`src/eth_rx_consts.svh`:
```
// RX monitor constants
// widths, CSR address map, register defaults and reset sequencer timing

`ifndef ETH_RX_CONSTS_SVH
`define ETH_RX_CONSTS_SVH

// ********************
// bus and register widths
`define RX_DATA_W       64              // 8 bytes per beat
`define RX_EMPTY_W      3               // unused bytes on eop beat
`define CSR_ADDR_W      16              // word address
`define CSR_DATA_W      32
`define CNT_W           32              // statistics counter width

// ********************
// CSR address map
`define ADDR_SCRATCH    16'h0000        // cfg region
`define ADDR_MAX_FRM    16'h0001
`define ADDR_STAT_GOOD  16'h0100        // stats window, write clears
`define ADDR_STAT_OVER  16'h0101
`define ADDR_STAT_RUNT  16'h0102
`define ADDR_RST_STAT   16'h0200        // bit0 soft reset / ready

// ********************
// defaults and limits
`define MAX_FRM_DEFAULT 1518            // std max untagged frame
`define MIN_FRM_LEN     64              // shorter frames are runts
`define RST_HOLD_CYCLES 16              // mac reset hold time
`define UNMAPPED_DATA   32'hdead_c0de   // read value for holes

`endif

```
`src/eth_rx_pkg.sv`:
```
// RX monitor shared types
// beat, PHY status, CSR request/response, counter bundle and FSM encodings

`include "eth_rx_consts.svh"

package eth_rx_pkg;

    // ********************
    // streaming bus
    typedef struct packed {
        logic                   valid;      // beat qualifier
        logic                   sop;        // first beat of frame
        logic                   eop;        // last beat of frame
        logic [`RX_EMPTY_W-1:0] empty;      // pad bytes on eop beat
        logic [`RX_DATA_W-1:0]  data;       // 8 payload bytes
    } rx_beat_t;

    // PHY status levels, cdr_lock is the msb
    typedef struct packed {
        logic cdr_lock;                     // cdr locked to data
        logic pcs_ready;                    // pcs fully aligned
        logic block_lock;                   // 66b block lock
        logic am_lock;                      // alignment marker lock
        logic hi_ber;                       // high bit error rate
    } rx_status_t;

    // ********************
    // CSR port
    typedef struct packed {
        logic                   write;      // one-cycle strobe
        logic                   read;       // one-cycle strobe
        logic [`CSR_ADDR_W-1:0] address;    // word address
        logic [`CSR_DATA_W-1:0] writedata;
    } csr_req_t;

    typedef struct packed {
        logic                   readvalid;  // one cycle after read
        logic [`CSR_DATA_W-1:0] readdata;
    } csr_rsp_t;

    // statistics bundle
    typedef struct packed {
        logic [`CNT_W-1:0] good;            // in-range frames
        logic [`CNT_W-1:0] oversize;        // longer than max_frm
        logic [`CNT_W-1:0] runt;            // shorter than min
    } rx_counters_t;

    // ********************
    // encodings
    typedef enum logic [1:0] {
        ST_HOLD,                            // mac held in reset
        ST_WAIT_CDR,                        // waiting for cdr lock
        ST_WAIT_PCS,                        // waiting for pcs align
        ST_READY                            // link up
    } rst_state_e;

    typedef enum logic [1:0] {
        CLS_GOOD,
        CLS_OVER,
        CLS_RUNT
    } frm_class_e;

endpackage

```
`src/eth_rx_top.sv`:
```
// RX monitor top level
// ties the reset sequencer, CSR block and frame statistics together on rx_clk

`timescale 1ns/1ns

module eth_rx_top (
    input  logic                   rx_clk,
    input  logic                   i_rst,
    input  eth_rx_pkg::rx_status_t i_status,     // phy status levels
    input  eth_rx_pkg::rx_beat_t   i_rx,         // receive beats
    input  eth_rx_pkg::csr_req_t   i_csr,
    output eth_rx_pkg::csr_rsp_t   o_csr,
    output logic                   o_rx_ready
);

    logic                     soft_rst;          // csr -> sequencer
    logic                     stats_clr;         // csr -> stats
    logic [15:0]              max_frm;           // csr -> stats
    logic                     mac_rst;           // sequencer -> stats
    logic                     rx_ready;          // sequencer -> csr, port
    eth_rx_pkg::rx_counters_t counters;          // stats -> csr

    // ********************
    // reset sequencer
    rx_reset_seq rx_reset_seq_inst (
        .rx_clk     (rx_clk),
        .i_rst      (i_rst),
        .i_status   (i_status),
        .i_soft_rst (soft_rst),
        .o_mac_rst  (mac_rst),
        .o_rx_ready (rx_ready)
    );

    // ********************
    // register file
    rx_csr_regs rx_csr_regs_inst (
        .rx_clk      (rx_clk),
        .i_rst       (i_rst),
        .i_csr       (i_csr),
        .i_status    (i_status),                 // raw, read back in 5:1
        .i_rx_ready  (rx_ready),
        .i_counters  (counters),
        .o_csr       (o_csr),
        .o_max_frm   (max_frm),
        .o_soft_rst  (soft_rst),
        .o_stats_clr (stats_clr)
    );

    // ********************
    // frame statistics
    rx_frame_stats rx_frame_stats_inst (
        .rx_clk      (rx_clk),
        .i_rst       (i_rst),
        .i_mac_rst   (mac_rst),                  // beats ignored while high
        .i_rx        (i_rx),
        .i_max_frm   (max_frm),
        .i_stats_clr (stats_clr),
        .o_counters  (counters)
    );

    assign o_rx_ready = rx_ready;

endmodule

```
`src/rx_csr_regs.sv`:
```
// RX monitor CSR block
// decodes cfg, stats and reset regions, holds scratch and max frame length,
// and returns read data with a fixed one-cycle latency

`timescale 1ns/1ns
`include "eth_rx_consts.svh"

module rx_csr_regs (
    input  logic                     rx_clk,
    input  logic                     i_rst,
    input  eth_rx_pkg::csr_req_t     i_csr,
    input  eth_rx_pkg::rx_status_t   i_status,
    input  logic                     i_rx_ready,
    input  eth_rx_pkg::rx_counters_t i_counters,
    output eth_rx_pkg::csr_rsp_t     o_csr,
    output logic [15:0]              o_max_frm,
    output logic                     o_soft_rst,
    output logic                     o_stats_clr
);

    logic                   sel_cfg;            // 0x00xx
    logic                   sel_stat;           // 0x01xx
    logic                   sel_rst;            // 0x02xx
    logic [`CSR_DATA_W-1:0] scratch;
    logic [15:0]            max_frm;
    logic [`CSR_DATA_W-1:0] rdata_nxt;          // read mux output
    logic [`CSR_DATA_W-1:0] rst_stat_word;      // ready + raw phy bits
    logic                   wr_scratch;
    logic                   wr_max_frm;
    logic                   wr_soft_rst;
    logic                   wr_stats;

    // ********************
    // region decode on the upper address byte
    assign sel_cfg  = (i_csr.address[15:8] == `ADDR_SCRATCH >> 8);
    assign sel_stat = (i_csr.address[15:8] == `ADDR_STAT_GOOD >> 8);
    assign sel_rst  = (i_csr.address[15:8] == `ADDR_RST_STAT >> 8);

    assign wr_scratch  = i_csr.write && sel_cfg
                         && (i_csr.address[7:0] == (`ADDR_SCRATCH & 16'h00ff));
    assign wr_max_frm  = i_csr.write && sel_cfg
                         && (i_csr.address[7:0] == (`ADDR_MAX_FRM & 16'h00ff));
    assign wr_soft_rst = i_csr.write && sel_rst
                         && (i_csr.address[7:0] == (`ADDR_RST_STAT & 16'h00ff))
                         && i_csr.writedata[0];            // only bit0 acts
    assign wr_stats    = i_csr.write && sel_stat;          // any stats addr clears

    // ********************
    // config registers and control pulses
    always_ff @(posedge rx_clk) begin
        if (i_rst) begin
            scratch     <= '0;
            max_frm     <= 16'(`MAX_FRM_DEFAULT);
            o_soft_rst  <= 1'b0;
            o_stats_clr <= 1'b0;
        end else begin
            if (wr_scratch) begin
                scratch <= i_csr.writedata;
            end
            if (wr_max_frm) begin
                max_frm <= i_csr.writedata[15:0];          // upper half ignored
            end
            o_soft_rst  <= wr_soft_rst;                    // single-cycle pulse
            o_stats_clr <= wr_stats;
        end
    end

    assign o_max_frm = max_frm;

    // status word with ready in bit0 and phy levels in 5:1
    assign rst_stat_word = {{(`CSR_DATA_W - 6){1'b0}}, i_status, i_rx_ready};

    // ********************
    // read mux
    always_comb begin
        case (i_csr.address)
            `ADDR_SCRATCH:   rdata_nxt = scratch;
            `ADDR_MAX_FRM:   rdata_nxt = {16'h0000, max_frm};
            `ADDR_STAT_GOOD: rdata_nxt = i_counters.good;
            `ADDR_STAT_OVER: rdata_nxt = i_counters.oversize;
            `ADDR_STAT_RUNT: rdata_nxt = i_counters.runt;
            `ADDR_RST_STAT:  rdata_nxt = rst_stat_word;
            default:         rdata_nxt = `UNMAPPED_DATA;   // holes
        endcase
    end

    // valid comes back exactly one cycle after the strobe
    always_ff @(posedge rx_clk) begin
        if (i_rst) begin
            o_csr.readvalid <= 1'b0;
        end else begin
            o_csr.readvalid <= i_csr.read;
        end
    end

    always_ff @(posedge rx_clk) begin
        if (i_csr.read) begin
            o_csr.readdata <= rdata_nxt;                   // hold between reads
        end
    end

endmodule

```
`src/rx_frame_stats.sv`:
```
// RX frame statistics
// measures each frame from its beats and eop empty count,
// then bumps the good, oversize or runt counter

`timescale 1ns/1ns
`include "eth_rx_consts.svh"

module rx_frame_stats (
    input  logic                     rx_clk,
    input  logic                     i_rst,
    input  logic                     i_mac_rst,
    input  eth_rx_pkg::rx_beat_t     i_rx,
    input  logic [15:0]              i_max_frm,
    input  logic                     i_stats_clr,
    output eth_rx_pkg::rx_counters_t o_counters
);

    logic                     in_frame;         // sop seen, eop pending
    logic [15:0]              frm_len;          // bytes so far
    logic [3:0]               beat_bytes;       // 1..8 valid bytes
    logic [16:0]              len_sum;          // one extra bit for overflow
    logic [15:0]              len_nxt;          // saturated running length
    logic                     beat_ok;          // beat we act on
    logic                     frm_end;          // eop closing a tracked frame
    eth_rx_pkg::frm_class_e   frm_class;
    eth_rx_pkg::rx_counters_t counters;

    // ********************
    // length arithmetic
    assign beat_ok    = i_rx.valid && !i_mac_rst;            // ignored in reset
    assign beat_bytes = i_rx.eop ? 4'd8 - {1'b0, i_rx.empty} : 4'd8;   // empty only on eop
    assign len_sum    = {1'b0, (i_rx.sop ? 16'd0 : frm_len)} + {13'd0, beat_bytes};
    assign len_nxt    = len_sum[16] ? 16'hffff : len_sum[15:0];   // clamp huge frames

    // eop counts only for a frame we saw start
    assign frm_end = beat_ok && i_rx.eop && (i_rx.sop || in_frame);

    // ********************
    // classify on the final length
    always_comb begin
        if (len_nxt < 16'(`MIN_FRM_LEN)) begin
            frm_class = eth_rx_pkg::CLS_RUNT;
        end else if (len_nxt > i_max_frm) begin
            frm_class = eth_rx_pkg::CLS_OVER;
        end else begin
            frm_class = eth_rx_pkg::CLS_GOOD;
        end
    end

    // ********************
    // frame tracking
    always_ff @(posedge rx_clk) begin
        if (i_rst) begin
            in_frame <= 1'b0;
        end else if (i_mac_rst) begin
            in_frame <= 1'b0;                               // partial frame dropped
        end else if (beat_ok) begin
            if (i_rx.eop) begin
                in_frame <= 1'b0;
            end else if (i_rx.sop) begin
                in_frame <= 1'b1;                           // sop restarts any open frame
            end
        end
    end

    always_ff @(posedge rx_clk) begin
        if (beat_ok && (i_rx.sop || in_frame)) begin
            frm_len <= len_nxt;
        end
    end

    // ********************
    // counters with clear beating increment
    always_ff @(posedge rx_clk) begin
        if (i_rst || i_stats_clr) begin
            counters <= '0;
        end else if (frm_end) begin
            case (frm_class)
                eth_rx_pkg::CLS_RUNT: counters.runt     <= counters.runt + 1'b1;
                eth_rx_pkg::CLS_OVER: counters.oversize <= counters.oversize + 1'b1;
                default:              counters.good     <= counters.good + 1'b1;
            endcase
        end
    end

    assign o_counters = counters;

endmodule

```
`src/rx_reset_seq.sv`:
```
// RX reset sequencer
// holds the MAC in reset, then waits for CDR lock and PCS alignment.
// Soft reset or loss of CDR lock sends it back to the hold state.

`timescale 1ns/1ns
`include "eth_rx_consts.svh"

module rx_reset_seq (
    input  logic                   rx_clk,
    input  logic                   i_rst,
    input  eth_rx_pkg::rx_status_t i_status,
    input  logic                   i_soft_rst,      // one-cycle pulse from csr
    output logic                   o_mac_rst,
    output logic                   o_rx_ready
);

    eth_rx_pkg::rst_state_e state;                  // current state
    eth_rx_pkg::rst_state_e state_nxt;
    logic [4:0]             hold_cnt;               // cycles spent in hold
    logic                   hold_done;

    assign hold_done = (hold_cnt == 5'(`RST_HOLD_CYCLES - 1));   // last hold cycle

    // ********************
    // next state
    always_comb begin
        state_nxt = state;
        if (i_soft_rst) begin
            state_nxt = eth_rx_pkg::ST_HOLD;        // restart from any state
        end else begin
            case (state)
                eth_rx_pkg::ST_HOLD: begin
                    if (hold_done) begin
                        state_nxt = eth_rx_pkg::ST_WAIT_CDR;
                    end
                end
                eth_rx_pkg::ST_WAIT_CDR: begin
                    if (i_status.cdr_lock) begin
                        state_nxt = eth_rx_pkg::ST_WAIT_PCS;
                    end
                end
                eth_rx_pkg::ST_WAIT_PCS: begin
                    if (!i_status.cdr_lock) begin
                        state_nxt = eth_rx_pkg::ST_HOLD;    // lock lost before align
                    end else if (i_status.pcs_ready) begin
                        state_nxt = eth_rx_pkg::ST_READY;
                    end
                end
                default: begin                      // ST_READY
                    if (!i_status.cdr_lock) begin
                        state_nxt = eth_rx_pkg::ST_HOLD;
                    end
                end
            endcase
        end
    end

    // ********************
    // state and hold counter
    always_ff @(posedge rx_clk) begin
        if (i_rst) begin
            state    <= eth_rx_pkg::ST_HOLD;
            hold_cnt <= '0;
        end else begin
            state <= state_nxt;
            if (state != eth_rx_pkg::ST_HOLD || i_soft_rst) begin
                hold_cnt <= '0;                     // rearm for next entry
            end else if (!hold_done) begin
                hold_cnt <= hold_cnt + 5'd1;
            end
        end
    end

    // outputs decode straight from the state register
    assign o_mac_rst  = (state != eth_rx_pkg::ST_READY);
    assign o_rx_ready = (state == eth_rx_pkg::ST_READY);

endmodule
```
`config.mk`:
```
export PLATFORM = sky130hd
export DESIGN_NAME = eth_rx_top
export DESIGN_NICKNAME = d
export VERILOG_FILES = /design/src/eth_rx_pkg.sv /design/src/eth_rx_top.sv /design/src/rx_csr_regs.sv /design/src/rx_frame_stats.sv /design/src/rx_reset_seq.sv
export VERILOG_INCLUDE_DIRS = /design/src
export SDC_FILE = /design/constraint.sdc
export NUM_CORES = 1
export LEC_CHECK = 0
export BUFFER_PORTS_ARGS = -buffer_cell sky130_fd_sc_hd__buf_2
export CAP_MARGIN = 20
export CORE_MARGIN = 5
export CORE_UTILIZATION = 45
export DETAILED_ROUTE_END_ITERATION = 8
export HOLD_SLACK_MARGIN = 0.1
export PLACE_DENSITY = 0.77
export SLEW_MARGIN = 25
export SYNTH_ARGS = -nofsm -noshare
export SYNTH_HDL_FRONTEND = slang
export SYNTH_SLANG_ARGS = --single-unit
```
`constraint.sdc`:
```
create_clock -name rx_clk -period 14.05 [get_ports rx_clk]
set_clock_uncertainty 0.05 [all_clocks]
set_input_delay 0.7025 -clock rx_clk [delete_from_list [all_inputs] [get_ports rx_clk]]
set_output_delay 0.7025 -clock rx_clk [all_outputs]
set_load 0.01 [all_outputs]
```
# Word-level counts from Yosys, hierarchy flattened
# Index checks and enable logic that the tools add are counted.
[classes]
reduce_logical = 30
n_mux = 14
order_cmp = 2
eq_ne = 19
n_addsub = 6
bitwise_logic = 1
[op_table]
columns = ["operator", "n"]
rows = [
  ["32-bit one-hot mux with 6 select lines", 1],
  ["32-bit by 1-bit adder with 32-bit output (second input constant)", 3],
  ["16-bit by 9-bit == test with 1-bit output (second input constant)", 3],
  ["16-bit 2-to-1 mux", 2],
  ["16-bit by 4-bit adder with 17-bit output", 1],
  ["16-bit by 1-bit == test with 1-bit output (second input constant)", 1],
  ["16-bit by 10-bit == test with 1-bit output (second input constant)", 1],
  ["8-bit by 1-bit == test with 1-bit output (second input constant)", 2],
  ["16-bit greater-than comparator", 1],
  ["16-bit zero test", 1],
  ["8-bit zero test", 2],
  ["16-bit by 7-bit < comparator with 1-bit output (second input constant)", 1],
  ["2-bit 2-to-1 mux", 6],
  ["1-bit logical AND", 11],
  ["8-bit by 2-bit == test with 1-bit output (second input constant)", 1],
  ["2-bit AND reduction", 4],
  ["2-bit OR reduction", 4],
  ["2-bit == test (second input constant)", 3],
  ["2-bit one-hot mux with 3 select lines", 1],
  ["5-bit by 1-bit adder with 5-bit output (second input constant)", 1],
  ["5-bit by 4-bit == test with 1-bit output (second input constant)", 1],
  ["2-bit by 1-bit == test with 1-bit output (second input constant)", 2],
  ["4-bit 2-to-1 mux", 1],
  ["2-bit != test (second input constant)", 2],
  ["other kinds (11)", 16],
]
[totals]
out_inout_bits = 34
input_bits = 127
ff_bits = 203
elab_cells = 85

# Longest topological paths before layout
# Gate-level depths: netlist (run 1).
[depth]
word_depth = 11
mapped_depth = 23

# Modules after synthesis
# Synthesis (run 1) repeated with hierarchy kept, for this count alone.
[hier_totals]
cells_unflattened = 1203
area_unflattened_um2 = 11194.5
[modules_own_cells]
columns = ["module", "n_inst", "area_each_um2", "cells_per_inst"]
rows = [
  ["rx_frame_stats", 1, 6621.4, 744],
  ["rx_csr_regs", 1, 4245.3, 423],
  ["rx_reset_seq", 1, 327.8, 36],
]

# Worst setup path before layout (run 1)
# No wires, ideal clock.
[synth_path]
path_kind = "in2reg"
from = "input port i_rx[68] (netlist bit)"
to = "register, netlist name rx_frame_stats_inst.o_counters[45]"
required_time_ns = 13.930
setup_slack_ns = 8.759
arrival_time_ns = 5.170
path_stages = 22
n_path_buf = 4
setup_time_ns = 0.070
cell_sequence = "buf_2 buf_2 clkbuf_1 nor2b_1 ha_1 inv_1 fa_1 nand2b_1 a21o_1 nor3_1 a31oi_1 a311oi_1 ha_1 nand4_1 nor2_1 o21ai_0 and3_1 a211oi_1 o21ai_1 clkbuf_1 or4_1 a21oi_1"
[synth_between]
elab_chain_len = 8
[synth_lines]
columns = ["item", "line_no", "text"]
rows = [
  ["start: declaration", "eth_rx_top.sv:10", "input eth_rx_pkg::rx_beat_t i_rx,"],
  ["16-bit 2-to-1 mux *", "rx_frame_stats.sv:32", "assign len_sum = {1'b0, (i_rx.sop ? 16'd0 : frm_len)} + {13'd0, beat_bytes};"],
  ["16-bit by 4-bit adder with 17-bit output *", "rx_frame_stats.sv:32", ""],
  ["16-bit 2-to-1 mux *", "rx_frame_stats.sv:33", "assign len_nxt = len_sum[16] ? 16'hffff : len_sum[15:0];"],
  ["named net rx_frame_stats_inst.len_nxt[14]", "rx_frame_stats.sv:22", "logic [15:0] len_nxt;"],
  ["16-bit greater-than comparator", "rx_frame_stats.sv:43", "end else if (len_nxt > i_max_frm) begin"],
  ["1-bit 2-to-1 mux", "rx_frame_stats.sv:43", ""],
  ["2-bit 2-to-1 mux *", "rx_frame_stats.sv:41", "if (len_nxt < 16'(`MIN_FRM_LEN)) begin"],
  ["2-bit by 1-bit == test with 1-bit output *", "rx_frame_stats.sv:78", "case (frm_class)"],
  ["2-bit AND reduction (no line) *", "n/a", ""],
]
# The timed path passes the listed nets; every way through them passes the cells marked *.
# A chain may end at the register's enable or synchronous reset.

# Worst setup path in the final report (run 1)
[layout_path]
from = "input port i_rx[68] (netlist bit)"
to = "register, netlist name rx_frame_stats_inst.o_counters[62]"
[layout_between]
elab_chain_len = 8
[layout_lines]
columns = ["item", "line_no"]
rows = [
  ["16-bit 2-to-1 mux *", "rx_frame_stats.sv:32"],
  ["16-bit by 4-bit adder with 17-bit output *", "rx_frame_stats.sv:32"],
  ["16-bit 2-to-1 mux *", "rx_frame_stats.sv:33"],
  ["named net rx_frame_stats_inst.len_nxt[10]", "rx_frame_stats.sv:22"],
  ["16-bit greater-than comparator", "rx_frame_stats.sv:43"],
  ["1-bit 2-to-1 mux", "rx_frame_stats.sv:43"],
  ["2-bit 2-to-1 mux *", "rx_frame_stats.sv:41"],
  ["2-bit by 1-bit == test with 1-bit output *", "rx_frame_stats.sv:78"],
  ["2-bit AND reduction (no line) *", "n/a"],
]
# Marked as above.

==> out/results.txt, run 1 <==
The detailed placement HPWL was 20.10 mm; the final core utilization was 52.28%. The post-route worst setup slack was 8584 ps; the number of enable-type register cells in the synthesized netlist was 48. For the net switching power, the log shows 279.3 uW. The library cell occupying the most area in the post-synthesis netlist was dfxtp_1.

0 antenna diodes ended up in the layout. Once detail routing completed, the nets flagged for antenna violations numbered 0. The tools report the highest clock rate as 182.9 MHz. The pre-antenna-repair detailed-routing pass consisted of 5 iterations.

Post-CTS repair changed the size of 0 cells. Fill cell total of the finished layout: 2054. The critical path is of the primary input to flop type. The tools report the net count reported at finish as 1421.

Summed over all cells, the static leakage comes to 4.306 nW. The root buffer cell chosen for the clock tree is clkbuf_16. The number of endpoints failing setup at the final stage was 0. Complex-gate fraction of the synthesized area: 18.85%.

The internal portion of the total power is 982.6 uW. The number of storage elements in the synthesis netlist is 203, and the final instance area is 11910 um^2. Area growth from synthesis to layout: 13.92%. For this run, the total global-route usage over all layers was measured as 21.03%. The tools report the arrival time of the worst setup path as 5860 ps. Setup total negative slack on the finished layout was measured at 0 ps. The tools report the combined area of the multi-input logic cells as 5499 um^2. In the routed design, unresolved DRC markers number 0. Clock-pin slew was measured on the worst setup and hold paths at 60 ps. In this run, post-CTS hold repair placed 0 buffers. Setup repair after global routing left no endpoint under its margin.

The worst path uses 38.91% of the clock period. Once the floorplan was initialized, standard cells occupied 45.89% of the core. TritonCTS built the clock tree.

The routed wire length per instance is 17.98 um. Slew at the pin closest to its max-slew limit: 1008 ps. For the global-route wire length before repair, the log shows 45.80 mm.

In the synthesized netlist the dominant register cell turns out to be dfxtp_1. For this run the aggregate overflow at the end of global routing stands at 0. Headroom to the max-slew limit came out at 32.46%.

The run finished with clean final reports. After the first detailed-routing iteration, the DRC count stood at 895. Of the total synthesized cell area, the portion taken by XOR and XNOR cells is 2.849%. Summing every instance area after synthesis gives 10450 um^2.

Area taken by flip-flops and latches: 4544 um^2. Of the total power, the clock network draws 47.3%. After Yosys synthesis, full adders, half adders and majority gates account for 3.304% of the synthesized area. The minimum clock period is 5466 ps, and the number of antenna violations at the first check in global routing is 0. The kind of start point of the critical path is a primary input. When the netlist entered floorplanning its net count stood at 1356.

After the flow finishes, the layout carries non-filler instances totaling 1595. The die outline area came out at 26380 um^2. By area, the combinational part of the netlist is dominated by simple AND/OR/NAND/NOR gates.

The fraction of registers with async set/reset came out at 0%. Dividing the detail-routed via count by the number of cells gives 5.930. For the worst setup path, the data required time is 14440 ps. Counting instances in the post-synthesis netlist gives the leading cell types as nand2_1, dfxtp_1, a21oi_1.

Entering global routing, the biggest net connects 59 pins. The number of warnings issued by yosys was 0; the multiplexer area fraction after synthesis was 4.597%. By area the synthesized netlist is led by dfxtp_1, edfxtp_1, nand2_1.

The routed wire length came out at 28.67 mm. The deepest level of the CTS H-tree is 1. The run gives 8776 as the via count of the first global-routing pass. The die boundary width came out at 162.4 um. The total area inside the core boundary comes to 22780 um^2. Timing analysis after detailed placement gives a worst setup slack of 7714 ps.

The worst setup path is captured at a flop. TritonCTS created 23 clock buffers. The floorplan has 55 rows.

Total vias in the final route: 9459. In this run, distinct cell masters in the synthesized netlist total 69. In this run, the combinational gates consume 4.9% of the power. Of all nets on the critical path, the largest fanout is 29.

The final max-slew violation count came out at 0. The clock reaches the later pin of the worst-skew pair after 510 ps. In this run the count of I/O pins placed on the die edge is 161.

After Yosys synthesis, and, or, nand and nor cells account for 22.82% of the synthesized area. Proportion of layout cells with a drive suffix above 1: 12.79%. The vertical die dimension works out to 162.4 um.

Synthesis handed over a netlist of 1202 instances. The run gives 0 as the hold violation total from the final report. The clock passes through at most 3 buffers.

The tightest min-delay check is of the primary input to flop type. Summing the sequential cell areas from Yosys gives 43.48% of the chip area. The worst-case IR drop observed on VDD is 0.06012 mV.

In this run the tool buffered the top-level ports with 96 buffer cells. In this run switching power makes up 22.13% of total power. Clock tree synthesis found a total of 203 sinks. The tool flagged a number of max-cap violations equal to 0. The tools report the number of placed instances with taps included as 1555. Summed over its instances, the top area cell type makes up 29.69% of the synthesized netlist area. Once placement finished, the instance area stood at 11160 um^2.

The congestion estimate from routability-driven global placement came to 0.8930. In this run, flip-flops and latches consume 47.8% of the power. After clock tree synthesis, the setup repair step added 0 buffers.

The most common cell in the synthesized netlist is nand2_1. Dividing total power by cell area gives a power density of 106.0 nW/um^2. A synthesized cell averages 8.696 um^2.
-- registers in the layout (all words and copies together) (netlist names) --
signal and count:
rx_csr_regs_inst.o_csr 33, rx_csr_regs_inst.o_max_frm 16, rx_csr_regs_inst.o_soft_rst 1, rx_csr_regs_inst.o_stats_clr 1, rx_csr_regs_inst.scratch 32, rx_frame_stats_inst.frm_len 16, rx_frame_stats_inst.in_frame 1, rx_frame_stats_inst.o_counters 96
rx_reset_seq_inst.hold_cnt 5, rx_reset_seq_inst.state 2
-- area by class of cell --
class                   count  share of cell area (%)
repair buffers            108                   4.791
inverters                  42                   1.324
flip-flops and latches    203                   38.16
well taps                 313                   3.289
clock inverters             9                  0.8196
clock buffers              31                   5.432
multi-input cells         889                   46.18
-- cell families (layout without fill, tap and decap cells) --
group                      Yosys count  after routing
DFF                                203            203
and+or+nand+nor                    473            473
muxes                               48             48
adders and majority gates           27             27
xor gates and xnor gates            34             34
AOI/OAI and AO/OA                  307            307
buffers and inverters              110            190
-- power by group through the flow --
| stage | Clock [mW] | Combinational [mW] | Sequential, mW |
|---|---|---|---|
| floorplan | 0 | 0.0317 | 0.619 |
| global placement | 0 | 0.0599 | 0.616 |
| detailed placement | 0 | 0.0609 | 0.616 |
| CTS | 0.606 | 0.0613 | 0.604 |
| global route | 0.629 | 0.0671 | 0.604 |
| finish | 0.597 | 0.0617 | 0.604 |
-- path summary, 6_finish.rpt --
| check | endpoint | from | cells past startpoint | slack, ps |
|---|---|---|---|---|
| worst max-delay path | rx_frame_stats_inst.o_counters[62] | i_rx[68] | 19 | 8580 |
| worst min-delay path | rx_csr_regs_inst.o_max_frm[6] | i_csr[6] | 2 | 360 |
| worst max register to register | rx_frame_stats_inst.o_counters[62] | rx_frame_stats_inst.frm_len[0] | 18 | 8780 |
| worst min register to register | rx_csr_regs_inst.scratch[11] | rx_csr_regs_inst.scratch[11] | 2 | 400 |
-- routing by layer --
layer / share of wire [%] / GRT usage (%) / vias to the layer above
met5: 0 / 0 / -
met1: 44 / 29.01 / 4512
met4: 3.3 / 7.382 / 0
met2: 46 / 33.90 / 337
met3: 6.5 / 3.012 / 57
li1: - / - / 4553
-- stage by stage --
step | hold slack, ps | total power [mW]
after floorplan | 364.5 | 0.6503
after global placement | 390.9 | 0.6764
after detailed placement | 397.6 | 0.6774
after CTS | 348.1 | 1.271
after global routing | 369.3 | 1.300
final | 363.9 | 1.262
-- cells in the final DEF, fill, tap and decap left out, types with 5 or more instances in the layout --
| cell type | synthesis | layout |
|---|---|---|
| a211o_1 | 9 | 9 |
| a21oi_1 | 124 | 124 |
| a221o_1 | 8 | 8 |
| a31oi_1 | 7 | 7 |
| a41o_1 | 6 | 6 |
| and2_1 | 10 | 10 |
| and3_1 | 21 | 21 |
| and4_1 | 8 | 8 |
| buf_2 | 6 | 96 |
| buf_4 | 2 | 12 |
| clkbuf_1 | 53 | 5 |
| clkbuf_16 | 0 | 24 |
| clkinv_2 | 0 | 5 |
| dfxtp_1 | 155 | 155 |
| edfxtp_1 | 48 | 48 |
| ha_1 | 26 | 26 |
| inv_1 | 42 | 42 |
| mux2i_1 | 48 | 48 |
| nand2_1 | 168 | 168 |
| nand3_1 | 35 | 35 |
| nand4_1 | 24 | 24 |
| nor2_1 | 78 | 77 |
| nor2b_1 | 13 | 13 |
| nor3_1 | 17 | 16 |
| nor4_1 | 12 | 12 |
| o2111ai_1 | 8 | 7 |
| o211ai_1 | 17 | 17 |
| o21a_1 | 6 | 6 |
| o21ai_0 | 53 | 53 |
| o221ai_1 | 7 | 7 |
| o31ai_1 | 22 | 22 |
| or3_1 | 42 | 41 |
| or4_1 | 24 | 24 |
| xnor2_1 | 20 | 20 |
| xor2_1 | 14 | 14 |
-- worst max-delay path, cell delays in order --
cell and delay (ps):
buf_2 260, nor2b_1 190, ha_1 220, inv_1 70
fa_1 400, nand2b_1 220, a21oi_1 310, nand4_1 490
and3_1 380, inv_1 120, ha_1 170, o21ai_0 90
o21ai_0 160, o2111ai_1 130, and3_1 180, a211oi_2 540
o2111ai_1 550, or3_1 510, a21oi_1 140
Note: power is estimated with default switching activity, not from simulation.
==> inputs of run 2 (changes only) <==
ABC_AREA = 1   (was default)
PLACE_DENSITY = 0.78   (was 0.77)
clock period = 4.8 ns   (was 14.05 ns; I/O delays follow)
==> run 2 against run 1 <==
  * Final area up 17%
  * Die area up 13%
  * Via count up 28%
  * Critical endpoint is now rx_frame_stats_inst.o_counters[65]
==> out/results.txt, run 2 <==
The buffer type at the clock tree root is clkbuf_16. The run gives 1 as the deepest level of the CTS H-tree. The fraction of registers with async set/reset came out at 0%. Port buffering added 96 buffers.

Counting flops and latches in the post-synthesis netlist gives 203. After detailed routing, the average wire length per cell comes to 16.86 um. Yosys mapped a number of flops with a built-in enable equal to 48. The net count reported at finish was 1971; the post-detailed-route DRC marker count was 0. The floorplan has 59 rows. The maximum fanout along the worst path is 61. In the final layout, the share of cells above drive strength 1 is 9.760%. The setup TNS after final layout is 0 ps, and the portion of the post-synthesis area used by sequential elements is 38.28%. Across every metal layer, demand over resource in global routing totals 23.96%.

Synthesized area per cell: 6.975 um^2. The top cell types in the final layout, fill and taps aside, are nand2_1, inv_1, nor2_1. Across all setup checks in the final design, the least slack found is 820.5 ps.

For the routed wire length, the log shows 36.58 mm. In the synthesized netlist the dominant register cell turns out to be dfxtp_1. Clock tree synthesis inserted a total of 23 buffers. At the pin with the least slew margin, the transition time is 892.3 ps. At the later pin of the worst-skew pair, clock insertion delay measures 520 ps. The die boundary width is 172.4 um, and the largest stage delay on the critical path is 390 ps. The hold violation total from the final report is 0, and the number of clock sinks seen by CTS is 203. The vertical die dimension works out to 172.4 um. The cell with the biggest individual delay on the critical path is fa_1. The global placer's final weighted congestion is 0.9408, and the first-iteration detailed-routing DRC count is 1400. The net count after synthesis was 1856. The first global-routing pass estimated 57.61 mm of wire. The tool flagged a number of max-cap violations equal to 0.

Synthesis produced 1702 cells. The run gives 3 as the maximum buffer depth of the clock tree. The timing startpoint of the critical path is rx_frame_stats_inst.frm_len[0]. The worst setup path is captured at a flop. The library cell occupying the most area in the post-synthesis netlist is dfxtp_1.

The library cell appearing most often on the critical path was nand2_1. Of the post-synthesis cell area, the dominant cell type holds 26.14%. Summing all non-filler instances in the final layout gives an area of 13900 um^2. The number of antenna violations at the first check in global routing was 0; the minimum clock period was 3980 ps. The routed layout has 12060 vias.

TritonCTS built the clock tree. The post-detailed-route count of antenna-violating nets was 0. The die outline area was 29730 um^2.

Yosys attributes the largest share of cell area to dfxtp_1, edfxtp_1, nand2_1. Core footprint: 25980 um^2. The tools report the cell area after technology mapping as 11870 um^2. In this run the critical register-to-register path is captured at rx_frame_stats_inst.o_counters[65]. The power density of the placed cells is 273.3 nW/um^2, and the detailed placement HPWL is 26.87 mm.

In this run the static leakage power is 5.655 nW. The run gives 0.2257 mV as the peak supply drop. The tools report the arrival time of the worst setup path as 4340 ps. Final max-slew violation count: 0. Global routing finished with a remaining overflow of 0.

Among all cell types in the netlist, the one instantiated most often is nand2_1. The tools report the required time of the critical path as 5160 ps. Entering global routing, the biggest net connects 62 pins.

The most common cell after layout, fill and taps aside is nand2_1. Walking the worst path, the cells encountered are inv_1 -> nor2_1 -> ha_1 -> inv_1 -> fa_1 -> nand3b_1 -> nand2_1 -> nand3_1 -> inv_1 -> nand2_1 -> nand2_1 -> inv_1 -> ha_1 -> nand2_1 -> nor4_1 -> nand3_1 -> a21oi_4 -> buf_12 -> nand2_1 -> o21ai_0 -> nor2_1. The tools report the via count of the first global-routing pass as 11250. After detailed routing, the number of vias per cell comes to 5.562.

The kind of start point of the critical path is a flop. The run gives 12650 um^2 as the post-placement cell area. Number of flip-flops under the largest register name: 96. The number of instances resized during post-cts repair was 0; the setup slack on the worst flop-to-flop path was 820 ps. In the finished design, the share of the clock period the worst path needs comes to 82.91%. The area growth from synthesis to layout is 17.05%. The run finished with clean final reports.

For this run, the number of Yosys warnings is 0. The tools report the termination of the worst setup path as rx_frame_stats_inst.o_counters[65]. The worst hold path belongs to the class primary input to flop. Counting distinct cell types in the post-synthesis netlist gives 40. The repair_antennas step left the layout with diodes totalling 0.

The initial utilization of the core area, before any placement, comes to 45.69%. Setup repair after global routing left no endpoint under its margin. The cell count of the worst reg-to-reg path was 21. The first detailed-routing pass took 5 iterations. For the worst hold slack after final layout, the log shows 115.7 ps. The tools report the highest clock rate as 251.3 MHz. The critical path class was flop to flop.

The logs give 40.30% for the relative slew slack and 161 for the number of top-level pins. The clock slew seen by the registers of the worst setup and hold paths works out to 60 ps. Setup violations remaining at the end of the flow were counted as 0. The pre-CTS worst setup slack was 615.7 ps. Ranked by instance count, the synthesized netlist is headed by nand2_1, inv_1, nor2_1.

The reg-to-reg critical path startpoint was rx_frame_stats_inst.frm_len[0].
-- run 2: cell count changes after synthesis, sizes merged, moves of 24 or more --
cell   previous run  this run
xor2             14        49
nand2           168       357
nor3             19        50
nor2             79       169
inv              42       243
nand4            25        83
nand3            37       153
or4              24         0
mux2i            48         0
or3              42         1
-- run 2: per-stage QoR --
step | util [%] | power [mW] | cells
after global placement | 48.68 | 1.977 | 2081
after detailed placement | 48.68 | 1.982 | 2081
final | 53.48 | 3.798 | 2169
after floorplan | - | 1.902 | 1702
after global routing | 53.48 | 3.916 | 2169
after CTS | 53.43 | 3.819 | 2168
-- run 2: worst min-delay path by stage --
stage                                  from  depth (start not counted)                        endpoint
3_5_place_dp    rx_csr_regs_inst.scratch[6]                          2     rx_csr_regs_inst.scratch[6]
5_1_grt                           i_csr[49]                          3   rx_csr_regs_inst.o_max_frm[8]
3_3_place_gp   rx_csr_regs_inst.scratch[15]                          2    rx_csr_regs_inst.scratch[15]
6_report                          i_csr[49]                          3  rx_csr_regs_inst.o_max_frm[10]
4_1_cts                           i_csr[49]                          3  rx_csr_regs_inst.o_max_frm[10]
2_1_floorplan                         i_rst                          1      rx_csr_regs_inst.o_csr[32]
-- run 2: metal layers --
| metal | track usage, % | vias to the layer above | part of all wire, % |
|---|---|---|---|
| met5 | 0 | - | 0 |
| met4 | 9.296 | 0 | 4.3 |
| met3 | 3.178 | 89 | 7.9 |
| met2 | 38.57 | 541 | 44 |
| met1 | 32.80 | 5510 | 44 |
| li1 | - | 5924 | - |
-- run 2: kinds of logic after synthesis --
logic type	count (synthesis)	synth area share, %
fa+ha+maj	27	2.909
compound gates	257	12.54
buf+inv	321	10.66
xor+xnor	60	4.427
flops	203	38.28
simple gates	834	31.19
-- run 2: worst max-delay path: cells and delay by family (launching register included) --
family	cells	cell delay, ps
buffers and inverters	5	550
flip-flops	1	330
AO/OA/AOI/OAI	2	390
adder cells (fa/ha/maj)	3	870
AND/OR/NAND/NOR	11	1670
-- run 2: cell type report --
type,count,area (um^2)
clock buffer,25,593.1
clock inverter,17,191.4
fill,2457,12090
inverter,245,919.6
multi-input combinational,1178,6081
sequential,203,4544
tap,335,419.2
timing repair buffer,166,1147
-- run 2: where the power goes --
part	internal, mW	total (mW)	switching [mW]
Sequential	1.76	1.77	0.00517
Combinational	0.0784	0.205	0.126
Clock	1.11	1.83	0.720
Total	2.95	3.80	0.852
-- run 2: what timing repair did --
action / 4_1_cts / 5_1_grt
hold endpoints to repair: 54 / 0
hold buffers: 45 / 0
setup buffers: 0 / 0
